File: src/hw/cpuPkg.sv
`default_nettype none

package cpuPkg;

    // ==================================================
    // Field widths and data types
    // ==================================================
    localparam int InstrWidth = 16;
    localparam int RegBytes   = 4;

    typedef logic [5:0]              opcodeT;
    typedef logic [1:0]              regSelT;
    typedef logic [7:0]              byteT;
    typedef logic [7:0]              offsetT;   // Address or offset field
    typedef logic [RegBytes*8-1:0]   regWordT;

    // Supported opcodes, everything else runs as a no-op
    localparam opcodeT OpLdal  = 6'h1E;
    localparam opcodeT OpLdah  = 6'h1F;
    localparam opcodeT OpSta   = 6'h20;
    localparam opcodeT OpStrim = 6'h24;

    // ==================================================
    // One-hot timing states
    // ==================================================
    typedef logic [8:0] tStateT;

    localparam tStateT T0 = 9'b0_0000_0001;
    localparam tStateT T1 = 9'b0_0000_0010;
    localparam tStateT T2 = 9'b0_0000_0100;
    localparam tStateT T3 = 9'b0_0000_1000;
    localparam tStateT T4 = 9'b0_0001_0000;
    localparam tStateT T5 = 9'b0_0010_0000;
    localparam tStateT T6 = 9'b0_0100_0000;
    localparam tStateT T7 = 9'b0_1000_0000;
    localparam tStateT T8 = 9'b1_0000_0000;

    typedef struct packed {
        logic       pcInc;
        logic       arLoadField;
        logic       arInc;
        logic       arAddOffset;
        logic       scratchLoad;
        logic       drLoadByte;
        logic       drClear;       // With regLoad: zero-extend halfword, then clear DR
        logic       regLoad;
        logic       addrFromAr;    // Bus address from AR instead of PC
        logic [1:0] storeByteSel;
    } ctrlT;

endpackage

`default_nettype wire

File: src/hw/memAccessIf.sv
`timescale 1ns/1ps
`default_nettype none

interface memAccessIf #(
    parameter int AddrWidth = 8
);
    import cpuPkg::*;

    logic                 req;     // Held until done
    logic                 we;
    logic [AddrWidth-1:0] addr;
    byteT                 wrData;
    byteT                 rdData;  // Valid during done
    logic                 done;    // One-cycle pulse

    modport sequencer (output req, output we, input done, input rdData);

    modport addrSource (output addr);

    modport dataSource (output wrData, input rdData);

    modport master (
        input  req,
        input  we,
        input  addr,
        input  wrData,
        output rdData,
        output done
    );

endinterface

`default_nettype wire

File: src/hw/wbByteMaster.sv
`timescale 1ns/1ps
`default_nettype none

module wbByteMaster #(
    parameter int AddrWidth = 8
) (
    input  logic                 Clock,
    input  logic                 Reset,
    memAccessIf.master           mem,
    output logic                 busCyc,
    output logic                 busStb,
    output logic                 busWe,
    output logic [AddrWidth-1:0] busAdr,
    output cpuPkg::byteT         busDatWr,
    input  cpuPkg::byteT         busDatRd,
    input  logic                 busAck
);

    logic startCycle;
    logic ackSeen;

    // No new cycle while one is open or its done pulse is out
    assign startCycle = mem.req && !busCyc && !mem.done;
    assign ackSeen    = busCyc && busStb && busAck;

    always_ff @(posedge Clock or posedge Reset) begin
        if (Reset) begin
            busCyc   <= 1'b0;
            busStb   <= 1'b0;
            busWe    <= 1'b0;
            mem.done <= 1'b0;
        end else begin
            mem.done <= 1'b0;
            if (ackSeen) begin
                busCyc   <= 1'b0;
                busStb   <= 1'b0;
                busWe    <= 1'b0;
                mem.done <= 1'b1;           // Same cycle the strobe drops
            end else if (startCycle) begin
                busCyc <= 1'b1;
                busStb <= 1'b1;
                busWe  <= mem.we;
            end
        end
    end

    always_ff @(posedge Clock) begin
        if (startCycle) begin
            busAdr   <= mem.addr;           // Held for the whole cycle
            busDatWr <= mem.wrData;
        end
        if (ackSeen) begin
            mem.rdData <= busDatRd;
        end
    end

    // ==================================================
    // Bus protocol checks
    // ==================================================
    stbInsideCyc: assert property (@(posedge Clock) disable iff (Reset)
        busStb |-> busCyc);

    adrStableUntilAck: assert property (@(posedge Clock) disable iff (Reset)
        (busStb && !busAck) |=> $stable(busAdr));

endmodule

`default_nettype wire

File: src/hw/controlSequencer.sv
`timescale 1ns/1ps
`default_nettype none

module controlSequencer (
    input  logic           Clock,
    input  logic           Reset,
    memAccessIf.sequencer  mem,
    output cpuPkg::ctrlT   ctrl,
    output cpuPkg::regSelT regSel,
    output cpuPkg::offsetT field
);
    import cpuPkg::*;

    tStateT                state;
    tStateT                stateNext;
    logic [InstrWidth-1:0] ir;
    opcodeT                opcode;
    ctrlT                  ctrlRaw;
    logic                  access;       // State waits for a bus access
    logic                  writeAccess;
    logic                  lastState;
    logic                  irLowLoad;
    logic                  irHighLoad;
    logic                  advance;
    logic [3:0]            stateIdx;

    function automatic logic isSupported(opcodeT op);
        return op inside {OpLdal, OpLdah, OpSta, OpStrim};
    endfunction

    function automatic logic [3:0] stateIndex(tStateT s);
        logic [3:0] idx;
        idx = '0;
        for (int i = 0; i < $bits(tStateT); i++) begin
            if (s[i]) begin
                idx = 4'(i);
            end
        end
        return idx;
    endfunction

    assign stateIdx = stateIndex(state);

    // ==================================================
    // Per-state control
    // ==================================================
    always_comb begin
        ctrlRaw     = '0;
        access      = 1'b0;
        writeAccess = 1'b0;
        lastState   = 1'b0;
        irLowLoad   = 1'b0;
        irHighLoad  = 1'b0;
        case (state)
            T0: begin
                access        = 1'b1;
                irLowLoad     = 1'b1;
                ctrlRaw.pcInc = 1'b1;
            end
            T1: begin
                access     = 1'b1;
                irHighLoad = 1'b1;
            end
            T2: begin
                ctrlRaw.pcInc = 1'b1;
                lastState     = !isSupported(ir[15:10]);  // No-op ends here
            end
            default: begin
                case (opcode)
                    OpLdal, OpLdah: begin
                        if (state == T3) begin
                            ctrlRaw.arLoadField = 1'b1;
                        end else if ((opcode == OpLdal && state == T6) || state == T8) begin
                            ctrlRaw.regLoad = 1'b1;
                            ctrlRaw.drClear = (opcode == OpLdal);
                            lastState       = 1'b1;
                        end else begin
                            access             = 1'b1;
                            ctrlRaw.addrFromAr = 1'b1;
                            ctrlRaw.drLoadByte = 1'b1;
                            // No increment after the last byte
                            ctrlRaw.arInc = !((opcode == OpLdal && state == T5) || state == T7);
                        end
                    end
                    OpSta: begin
                        if (state == T3) begin
                            ctrlRaw.arLoadField = 1'b1;
                        end else begin
                            access               = 1'b1;
                            writeAccess          = 1'b1;
                            ctrlRaw.addrFromAr   = 1'b1;
                            ctrlRaw.storeByteSel = 2'(stateIdx - 4'd4);
                            ctrlRaw.arInc        = (state != T7);
                            lastState            = (state == T7);
                        end
                    end
                    OpStrim: begin
                        if (state == T3) begin
                            ctrlRaw.scratchLoad = 1'b1;
                        end else if (state == T4) begin
                            ctrlRaw.arAddOffset = 1'b1;  // AR + offset
                        end else begin
                            access               = 1'b1;
                            writeAccess          = 1'b1;
                            ctrlRaw.addrFromAr   = 1'b1;
                            ctrlRaw.storeByteSel = 2'(stateIdx - 4'd5);
                            ctrlRaw.arInc        = (state != T8);
                            lastState            = (state == T8);
                        end
                    end
                    default: lastState = 1'b1;
                endcase
            end
        endcase
    end

    assign advance     = access ? mem.done : 1'b1;
    assign mem.req     = access;
    assign mem.we      = writeAccess;
    assign stateNext   = !advance ? state :
                         lastState ? T0 : {state[7:0], state[8]};

    // Enables fire only on the cycle the state moves on
    always_comb begin
        ctrl = ctrlRaw;
        if (!advance) begin
            ctrl.pcInc       = 1'b0;
            ctrl.arLoadField = 1'b0;
            ctrl.arInc       = 1'b0;
            ctrl.arAddOffset = 1'b0;
            ctrl.scratchLoad = 1'b0;
            ctrl.drLoadByte  = 1'b0;
            ctrl.drClear     = 1'b0;
            ctrl.regLoad     = 1'b0;
        end
    end

    always_ff @(posedge Clock or posedge Reset) begin
        if (Reset) begin
            state  <= T0;
            opcode <= '0;
            regSel <= '0;
            field  <= '0;
        end else begin
            state <= stateNext;
            if (state == T2) begin        // Decode
                opcode <= ir[15:10];
                regSel <= ir[9:8];
                field  <= ir[7:0];
            end
        end
    end

    always_ff @(posedge Clock) begin
        if (irLowLoad && advance) begin
            ir[InstrWidth/2-1:0] <= mem.rdData;
        end
        if (irHighLoad && advance) begin
            ir[InstrWidth-1:InstrWidth/2] <= mem.rdData;
        end
    end

    stateOneHot: assert property (@(posedge Clock) disable iff (Reset)
        $onehot(state));

endmodule

`default_nettype wire

File: src/hw/addressRegisters.sv
`timescale 1ns/1ps
`default_nettype none

module addressRegisters #(
    parameter int AddrWidth = 8
) (
    input  logic           Clock,
    input  logic           Reset,
    input  cpuPkg::ctrlT   ctrl,
    input  cpuPkg::offsetT field,
    memAccessIf.addrSource mem
);
    import cpuPkg::*;

    logic [AddrWidth-1:0] pc;
    logic [AddrWidth-1:0] ar;
    logic [AddrWidth-1:0] arSum;
    offsetT               scratch;   // STRIM offset

    // Wraps modulo 2**AddrWidth
    assign arSum = ar + AddrWidth'(scratch);

    // ==================================================
    // Program counter and address register
    // ==================================================
    always_ff @(posedge Clock or posedge Reset) begin
        if (Reset) begin
            pc <= '0;
        end else if (ctrl.pcInc) begin
            pc <= pc + 1'b1;
        end
    end

    always_ff @(posedge Clock or posedge Reset) begin
        if (Reset) begin
            ar <= '0;
        end else begin
            if (ctrl.arLoadField) begin
                ar <= AddrWidth'(field);   // Zero-extended
            end else if (ctrl.arAddOffset) begin
                ar <= arSum;
            end else if (ctrl.arInc) begin
                ar <= ar + 1'b1;
            end
        end
    end

    always_ff @(posedge Clock) begin
        if (ctrl.scratchLoad) begin
            scratch <= field;
        end
    end

    assign mem.addr = ctrl.addrFromAr ? ar : pc;

endmodule

`default_nettype wire

File: src/hw/registerFile.sv
`timescale 1ns/1ps
`default_nettype none

module registerFile (
    input  logic           Clock,
    input  logic           Reset,
    input  cpuPkg::ctrlT   ctrl,
    input  cpuPkg::regSelT regSel,
    memAccessIf.dataSource mem
);
    import cpuPkg::*;

    localparam int NumRegs = 2 ** $bits(regSelT);

    regWordT regs [NumRegs];
    regWordT dr;            // Byte-assembling data register
    regWordT loadWord;
    regWordT storeWord;

    // Halfword loads sit in the top half after two shifts
    assign loadWord = ctrl.drClear ? regWordT'(dr[RegBytes*8-1:RegBytes*4]) : dr;

    // ==================================================
    // Data register and general registers
    // ==================================================
    always_ff @(posedge Clock or posedge Reset) begin
        if (Reset) begin
            dr <= '0;
        end else if (ctrl.drClear) begin
            dr <= '0;
        end else if (ctrl.drLoadByte) begin
            dr <= {mem.rdData, dr[RegBytes*8-1:8]};  // Shift in from the top
        end
    end

    always_ff @(posedge Clock or posedge Reset) begin
        if (Reset) begin
            for (int i = 0; i < NumRegs; i++) begin
                regs[i] <= '0;
            end
        end else if (ctrl.regLoad) begin
            regs[regSel] <= loadWord;
        end
    end

    // Little-endian store, byte 0 first
    assign storeWord  = regs[regSel];
    assign mem.wrData = storeWord[ctrl.storeByteSel*8 +: 8];

    noLoadDuringShift: assert property (@(posedge Clock) disable iff (Reset)
        !(ctrl.regLoad && ctrl.drLoadByte));

endmodule

`default_nettype wire

File: src/hw/multiCycleCpu.sv
`timescale 1ns/1ps
`default_nettype none

module multiCycleCpu #(
    parameter int AddrWidth = 8
) (
    input  logic                 Clock,
    input  logic                 Reset,
    output logic                 busCyc,
    output logic                 busStb,
    output logic                 busWe,
    output logic [AddrWidth-1:0] busAdr,
    output cpuPkg::byteT         busDatWr,
    input  cpuPkg::byteT         busDatRd,
    input  logic                 busAck
);
    import cpuPkg::*;

    ctrlT   ctrl;
    regSelT regSel;
    offsetT field;

    memAccessIf #(.AddrWidth(AddrWidth)) memBus ();

    wbByteMaster #(.AddrWidth(AddrWidth)) wbByteMaster_i (
        .Clock    (Clock),
        .Reset    (Reset),
        .mem      (memBus.master),
        .busCyc   (busCyc),
        .busStb   (busStb),
        .busWe    (busWe),
        .busAdr   (busAdr),
        .busDatWr (busDatWr),
        .busDatRd (busDatRd),
        .busAck   (busAck)
    );

    controlSequencer controlSequencer_i (
        .Clock  (Clock),
        .Reset  (Reset),
        .mem    (memBus.sequencer),
        .ctrl   (ctrl),
        .regSel (regSel),
        .field  (field)
    );

    addressRegisters #(.AddrWidth(AddrWidth)) addressRegisters_i (
        .Clock (Clock),
        .Reset (Reset),
        .ctrl  (ctrl),
        .field (field),
        .mem   (memBus.addrSource)
    );

    registerFile registerFile_i (
        .Clock  (Clock),
        .Reset  (Reset),
        .ctrl   (ctrl),
        .regSel (regSel),
        .mem    (memBus.dataSource)
    );

endmodule

`default_nettype wire

File: config.mk
export PLATFORM = sky130hd
export DESIGN_NAME = multiCycleCpu
export DESIGN_NICKNAME = d
export VERILOG_FILES = /design/src/hw/cpuPkg.sv /design/src/hw/memAccessIf.sv /design/src/hw/wbByteMaster.sv /design/src/hw/controlSequencer.sv /design/src/hw/addressRegisters.sv /design/src/hw/registerFile.sv /design/src/hw/multiCycleCpu.sv
export SDC_FILE = /design/constraint.sdc
export NUM_CORES = 1
export LEC_CHECK = 0
export BUFFER_PORTS_ARGS = -buffer_cell sky130_fd_sc_hd__buf_2
export CAP_MARGIN = 20
export CORE_UTILIZATION = 35
export CTS_BUF_LIST = sky130_fd_sc_hd__clkbuf_4
export DETAILED_ROUTE_END_ITERATION = 8
export PLACE_DENSITY_LB_ADDON = 0.08
export RECOVER_POWER = 50
export SLEW_MARGIN = 20
export SYNTH_ARGS = -nofsm -noshare
export SYNTH_HDL_FRONTEND = slang
export SYNTH_SLANG_ARGS = --single-unit
File: constraint.sdc
create_clock -name Clock -period 21.9 [get_ports Clock]
set_input_delay 4.38 -clock Clock [delete_from_list [all_inputs] [get_ports Clock]]
set_output_delay 4.38 -clock Clock [all_outputs]
set_load 0.05 [all_outputs]
## Word-level counts from Yosys, hierarchy flattened

Cells that the tools add are included.

| storage, ports and cells | value |
|---|---|
| input port bits | 11 |
| register bits after elaboration | 252 |
| output and inout bits | 19 |
| word-level logic and storage cells | 138 |

| cells by class | value |
|---|---|
| reductions and logical operators | 23 |
| add/sub/neg operators | 5 |
| bitwise gates (word level) | 1 |
| equal/unequal tests | 19 |
| magnitude comparators | 2 |
| muxes and demuxes | 67 |
| shift operators | 1 |

Operators by type and width:

| operator | number |
|---|---|
| 32-bit two-way mux | 6 |
| 128-bit bitwise mux | 1 |
| 32-bit binary-select mux with 2-bit select | 1 |
| 32-bit demux with 2-bit select | 1 |
| 8-bit two-way mux | 5 |
| 32-bit by 6-bit indexed part select with 8-bit output | 1 |
| 1-bit two-way mux | 28 |
| 6-bit by 5-bit equality test with 1-bit output, second input constant | 4 |
| 6-bit equality test, second input constant | 4 |
| 2-bit two-way mux | 10 |
| 8-bit by 1-bit adder with 8-bit output, second input constant | 2 |
| 3-bit two-way mux | 4 |
| 1-bit case mux with 3 select lines | 4 |
| 10-bit two-way mux | 1 |
| 9-bit by 1-bit equality test with 1-bit output, second input constant | 1 |
| 9-bit by 2-bit equality test with 1-bit output, second input constant | 1 |
| 9-bit by 3-bit equality test with 1-bit output, second input constant | 1 |
| 9-bit by 4-bit equality test with 1-bit output, second input constant | 1 |
| 9-bit by 5-bit equality test with 1-bit output, second input constant | 1 |
| 9-bit by 6-bit equality test with 1-bit output, second input constant | 1 |
| 9-bit by 7-bit equality test with 1-bit output, second input constant | 1 |
| 9-bit by 8-bit equality test with 1-bit output, second input constant | 1 |
| 9-bit equality test, second input constant | 1 |
| 9-bit two-way mux | 1 |
| 18 further kinds | 36 |

## Logic depth before layout (Yosys ltp)

Gate-level depths: netlist (run 1).

| logic depth | value |
|---|---|
| depth after elaboration | 17 |
| gate-level depth with buffers | 14 |
| mapped depth without buffers | 13 |

## Hierarchy

A second synthesis (run 1) with hierarchy kept.

| unflattened totals | value |
|---|---|
| cells, all modules | 976 |
| area, all modules | 11,467.2 sq um |

Modules (own cells, without submodules):

| module | cells an instance | instances | area an instance (sq um) | seq. area each (sq um) |
|---|---|---|---|---|
| registerFile | 624 | 1 | 7,020.5 | 4,003.8 |
| controlSequencer | 182 | 1 | 2,135.8 | 1,107.3 |
| addressRegisters | 135 | 1 | 1,455.1 | 640.6 |
| wbByteMaster | 35 | 1 | 855.8 | 795.8 |

## Worst setup path before layout (run 1)

Ideal clock, no wire load.

| timing path | value |
|---|---|
| path type | reg2out |
| from | reg wbByteMaster_i.busCyc (netlist name) |
| to | out busStb |
| path slack | 16,539 ps |
| data required time | 17,520 ps |
| arrival time | 981 ps |
| path buffers | 1 |
| cell stages (with the launch flop) | 2 |
| path through | dfrtp_1 > buf_4 |

RTL lines:

| element | RTL line | source |
|---|---|---|
| end: declaration | multiCycleCpu.sv:10 | `output logic busStb,` |

## Worst setup path in the final report (run 1)

| timing path | value |
|---|---|
| from | reg wbByteMaster_i.busCyc |
| to | out busCyc |

RTL lines:

| element | RTL line | source |
|---|---|---|
| start: declaration | wbByteMaster.sv:10 | `output logic busCyc,` |
| start signal: assignment | wbByteMaster.sv:28 | `busCyc <= 1'b0;` |
| start signal: assignment | wbByteMaster.sv:35 | `busCyc <= 1'b0;` |
| start signal: assignment | wbByteMaster.sv:40 | `busCyc <= 1'b1;` |
| end: declaration | multiCycleCpu.sv:9 | `output logic busCyc,` |

No word-level cell between the ends.

==> results of run 1 <==
registers in the layout, indices dropped and copies added, names as in the netlist, 8 cells and up:
name and flops:
registerFile_i.regs 128, registerFile_i.dr 32, controlSequencer_i.ir 16, controlSequencer_i.state 9, addressRegisters_i.ar 8, addressRegisters_i.pc 8, addressRegisters_i.scratch 8, controlSequencer_i.field 8
wbByteMaster_i.busAdr 8, wbByteMaster_i.busDatWr 8, wbByteMaster_i.mem.rdData 8
final cells by class:
cell class,count,share of cell area
well taps,402,0.0403
multi-input cells,616,0.333
flip-flops and latches,252,0.525
clock buffers,113,0.0680
clock inverters,15,0.0110
diodes,1,0.000201
inverters,16,0.00542
repair buffers,40,0.0171
metal layers:
layer	up-vias	wire, um	GRT usage
met2	111	11500	0.251
met5	-	0	0
met1	3482	12500	0.230
li1	3510	-	-
met4	0	507	0.0553
met3	45	928	0.0347
worst reg2reg max path, stage by stage (launching register included):
cell and delay [ns]:
dfrtp_1 0.49, nor4_1 1.16, nand4_1 0.43, a22oi_1 0.45
a21oi_1 0.11, or3_2 0.41, clkbuf_1 1.09, a22o_1 0.62
worst paths after layout:
kind | startpoint | endpoint | slack (ns) | cells after the start
worst min-delay path | addressRegisters_i.pc[7] | addressRegisters_i.pc[7] | 0.46 | 1
worst max register to register | controlSequencer_i.state[3] | registerFile_i.dr[31] | 17.00 | 7
min in group asynchronous | Reset | controlSequencer_i.state[8] | 3.80 | 2
max in group asynchronous | Reset | registerFile_i.regs[30] | 16.66 | 3
worst max-delay path | wbByteMaster_i.busCyc | busCyc | 16.10 | 1
worst min register to register | addressRegisters_i.pc[7] | addressRegisters_i.pc[7] | 0.46 | 1
cells in the mapped netlist (17+ instances only):
master,number,share of area
mux4_2,32,0.064
o21ai_2,24,0.019
nand2_1,175,0.059
o21ai_1,81,0.036
dfrtp_1,203,0.45
buf_2,18,0.0080
nor2_1,21,0.0070
nand2_2,17,0.0095
edfxtp_1,48,0.13
mux2i_1,44,0.039
o21ai_0,54,0.024
mux2_2,25,0.025
clkbuf_1,32,0.011
power by group:
| group | total, uW | internal (uW) | switching [uW] |
|---|---|---|---|
| clock network | 465 | 269 | 196 |
| logic | 325 | 110 | 215 |
| registers | 622 | 549 | 73.2 |
metrics by stage:
step	power (uW)	utilization	hold WS, ns	cell area (um^2)	cells
2_1_floorplan	885	-	0.441	11200	946
3_3_place_gp	980	0.369	0.458	11600	1326
3_5_place_dp	981	0.369	0.459	11600	1326
4_1_cts	1460	0.400	0.471	12600	1454
5_1_grt	1500	0.395	0.490	12500	1455
6_report	1410	0.395	0.464	12500	1455
logic make-up (layout without fill, tap and decap cells):
family	count (synthesis)	after routing	share of synthesized area
AND/OR/NAND/NOR	282	282	0.115
flip-flops	252	252	0.584
AO/OA/AOI/OAI	211	211	0.118
multiplexers	101	101	0.129
buffers and inverters	78	184	0.0338
XOR/XNOR	13	13	0.0102
adder cells (fa/ha/maj)	9	9	0.0107
other	0	1	0
layout by cell type, fill, tap and decap left out, types with 3 or more instances in the layout:
cell       instances
a22o_1            16
nand2_1          174
nor3_1            12
mux4_2            32
nand4_1            7
mux2_2            23
nor2_1            20
clkbuf_1           4
edfxtp_1          48
nor2b_1            7
ha_1               8
o21ai_0          153
mux2i_1           44
nand3_1           11
o22ai_1            7
inv_1             15
o21ai_2            5
and2_1             8
a21oi_1           14
clkinv_1           8
nand3b_1           3
dfrtp_1          201
clkbuf_4         113
and3_1             4
xnor2_1            7
buf_4              7
nor4_1             4
buf_2             29
bufinv_16          3
nand2_2           18
xor2_1             6
==> flow_summary.json, run 1 <==
{
  "max-cap-violations": 4,
  "grt_pass1_vias": 7487,
  "viasPerCell": 4.91,
  "post_cts_resized": 0,
  "cp-start-kind": "flop",
  "fp-row-count": 65,
  "setup_viol": 0,
  "status": "finished with violations",
  "cts_hold_buf": 0,
  "clock_sinks": 252,
  "cts_tree": "built",
  "die_w_um": 181,
  "grt_max_degree": 84,
  "fillCellCount": 3198,
  "area_growth_syn_to_layout_pct": 11.3,
  "drc_errors": 2,
  "synth_warnings": 0,
  "slew_violations": 115,
  "synth-edff-count": 48,
  "finalCritPeriodShare": 0.265,
  "track_usage": 0.164,
  "drive_above_1_share": 0.232,
  "cts_buffers": 76,
  "hp-class": "flop to flop",
  "finalNetCount": 1022,
  "postCtsSetupRepairBufs": 0,
  "cts_buffer_depth": 3,
  "ir_worst_vdd_uv": 48.5,
  "clock.fmax_ghz": 0.172,
  "initial_core_util": 0.355,
  "power.leakage_uw": 0.00550,
  "period_needed_ns": 5.80,
  "critical_path.max_fanout": 7,
  "antenna_found_initial": 1,
  "hold_violations": 0,
  "vias": 7148,
  "drt-wirelength-per-cell_um": 17.5,
  "yosysSeqAreaShare": 0.584,
  "netlist_area_um2": 11200,
  "crit_buf_inv": 1,
  "synth_cell_type_count": 55,
  "max_stage_delay_ns": 0.46,
  "syn_avg_cell_area_um2": 11.8,
  "ys.flop_type": "dfrtp_1",
  "final_critical_path_setup_slack_ns": 16.10,
  "drtIter0Drc": 319,
  "htree_levels": 3,
  "io_pins": 30,
  "first_pass_iters": 7,
  "cpMaxStageDelayCell": "dfrtp_1",
  "grt_pass1_wl_mm": 41.6,
  "wirelength_mm": 25.4,
  "cts.reportedPaths.clkPinSlew_ns": 0.06,
  "worstSkewPairLatency_ns": 0.67,
  "pre_cts_ws_ns": 15.91,
  "cp-end-kind": "output pin",
  "gp_congestion": 0.724,
  "cts_root_buf": "clkbuf_4",
  "ant_nets": 0,
  "syn_nets": 966,
  "syn_inst": 946,
  "relSlewSlack": -0.977,
  "path_cells": "buf_2",
  "dp_hpwl_mm": 15.1,
  "die_area_um2": 32700,
  "fin_setup_tns_ns": 0,
  "core_um2": 31600,
  "pwr_density_cell_nw_per_um2": 113,
  "multi_input_area_um2": 4150,
  "crit_family": "flip-flops",
  "arrival_ns": 1.42,
  "grt_overflow": 0,
  "path_class": "flop to output pin",
  "tightest_slew_ns": 2.96,
  "port_buffers": 29,
  "async_flop_share": 0.810,
  "die_h_um": 181,
  "synth-seq-cells": 252,
  "rsz0062_at_grt": "false",
  "cp.required_ns": 17.52,
  "violations": "design-rule violations, max-capacitance violations, max-slew violations",
  "ff_latch_area_um2": 6550,
  "finClkSkew_ns": 0.0401
}
No activity file was read; power rests on OpenSTA's default activity.
==> run 2, diff against run 1 <==
==> constraint.sdc (replaced) <==
create_clock -name Clock -period 5.37 [get_ports Clock]
set_input_delay 1.074 -clock Clock [delete_from_list [all_inputs] [get_ports Clock]]
set_output_delay 1.074 -clock Clock [all_outputs]
set_load 0.05 [all_outputs]
==> flow_summary.json, run 2 (synthesized netlist as in run 1, its figures left out) <==
{
  "die_area_um2": 32700,
  "path_cells": "nor4_4 > nand4_2 > nor2_1 > nand2_1 > inv_1 > ha_1 > a21oi_1 > o221ai_1 > nor4_1 > nor3_1 > xnor2_1 > mux2i_1 > a221o_1",
  "cts_root_buf": "clkbuf_4",
  "drc_errors": 1,
  "cts_hold_buf": 0,
  "pre_cts_ws_ns": 1.72,
  "finalCritPeriodShare": 0.683,
  "first_pass_iters": 8,
  "final_cell_mix": "dfrtp_1 (201), nand2_1 (174), clkbuf_4 (118), o21ai_1 (81), o21ai_0 (54)",
  "cts_buffer_depth": 3,
  "critical_path.max_fanout": 9,
  "die_h_um": 181,
  "final_critical_path_setup_slack_ns": 1.70,
  "violations": "design-rule violations, max-capacitance violations, max-slew violations",
  "crit_buf_inv": 1,
  "cpMaxStageDelayCell": "nor4_4",
  "drive_above_1_share": 0.259,
  "cts.reportedPaths.clkPinSlew_ns": 0.06,
  "clock.fmax_ghz": 0.273,
  "drtIter0Drc": 372,
  "largest_reg_flops": 128,
  "path_class": "flop to flop",
  "finClkSkew_ns": 0.0573,
  "die_w_um": 181,
  "wirelength_mm": 25.3,
  "finalNetCount": 1021,
  "setup_viol": 0,
  "postCtsSetupRepairBufs": 0,
  "vias": 7184,
  "fp-row-count": 65,
  "drt-wirelength-per-cell_um": 17.3,
  "post_cts_resized": 0,
  "power.leakage_uw": 0.00551,
  "cp-end-kind": "flop",
  "viasPerCell": 4.92,
  "regMostFlops": "registerFile_i.regs",
  "grt_max_degree": 76,
  "ir_worst_vdd_uv": 178,
  "rsz0062_at_grt": "false",
  "track_usage": 0.166,
  "hold_ws_ns": 0.408,
  "grt_pass1_wl_mm": 42.1,
  "initial_core_util": 0.355,
  "max_stage_delay_ns": 0.58,
  "cts_buffers": 73,
  "io_pins": 30,
  "largestRegisters": "registerFile_i.regs: 128 flops, registerFile_i.dr: 32 flops, controlSequencer_i.ir: 16 flops",
  "cp-start-kind": "flop",
  "hp-class": "primary input to async pin",
  "slew_violations": 123,
  "core_um2": 31600,
  "area_growth_syn_to_layout_pct": 12.5,
  "layout_commonest_cell": "dfrtp_1",
  "hold_violations": 0,
  "period_needed_ns": 3.67,
  "pwr_density_cell_nw_per_um2": 459,
  "status": "finished with violations",
  "fin_setup_tns_ns": 0,
  "arrival_ns": 4.19,
  "crit_family": "simple AND/OR/NAND/NOR gates",
  "antenna_found_initial": 1,
  "max-cap-violations": 2,
  "relSlewSlack": -0.737,
  "gp_congestion": 0.750,
  "cp.required_ns": 5.89,
  "worstSkewPairLatency_ns": 0.67,
  "tightest_slew_ns": 2.61,
  "grt_overflow": 0,
  "ant_nets": 0,
  "htree_levels": 3,
  "port_buffers": 29,
  "dp_hpwl_mm": 15.3,
  "clock_sinks": 252,
  "grt_pass1_vias": 7728,
  "cts_tree": "built",
  "p_total_uw": 5790
}
## run 2: area by class of cell
type / count / area [um^2]
well taps: 402 / 503
multi-input cells: 616 / 4290
clock inverters: 13 / 75.1
inverters: 16 / 61.3
flip-flops and latches: 252 / 6550
fillers: 3157 / 18900
repair buffers: 42 / 241
diodes: 2 / 5.00
clock buffers: 118 / 886
## run 2: per-stage QoR
| step | cells | area (um^2) | utilization |
|---|---|---|---|
| finish | 1461 | 12600 | 0.400 |
| global route | 1461 | 12600 | 0.400 |
| CTS | 1459 | 12600 | 0.400 |
| detailed placement | 1328 | 11700 | 0.370 |
| global placement | 1328 | 11700 | 0.370 |
| floorplan | 946 | 11200 | - |
## run 2: report_power, final
group / switching, uW / total, uW / internal (uW)
Clock: 793 / 1830 / 1040
Combinational: 902 / 1390 / 488
Sequential: 331 / 2570 / 2240
Total: 2030 / 5790 / 3760
## run 2: worst paths after layout
check                                                 start                            to  slack, ns  cells after the start
worst max-delay path            controlSequencer_i.state[2]      addressRegisters_i.ar[7]       1.70                     13
worst min-delay path                                  Reset          wbByteMaster_i.busWe       0.41                      2
worst max register to register  controlSequencer_i.state[2]      addressRegisters_i.ar[7]       1.70                     13
worst min register to register     controlSequencer_i.ir[9]  controlSequencer_i.regSel[1]       0.47                      1
max in group asynchronous                             Reset  controlSequencer_i.regSel[1]       1.96                      3
min in group Clock                 controlSequencer_i.ir[9]  controlSequencer_i.regSel[1]       0.47                      1
## run 2: layer usage
layer	vias up	global-route usage	wire, um
met3	50	0.0325	875
li1	3552	-	-
met1	3465	0.229	12700
met2	117	0.255	11200
met4	0	0.0688	591
met5	-	0	0
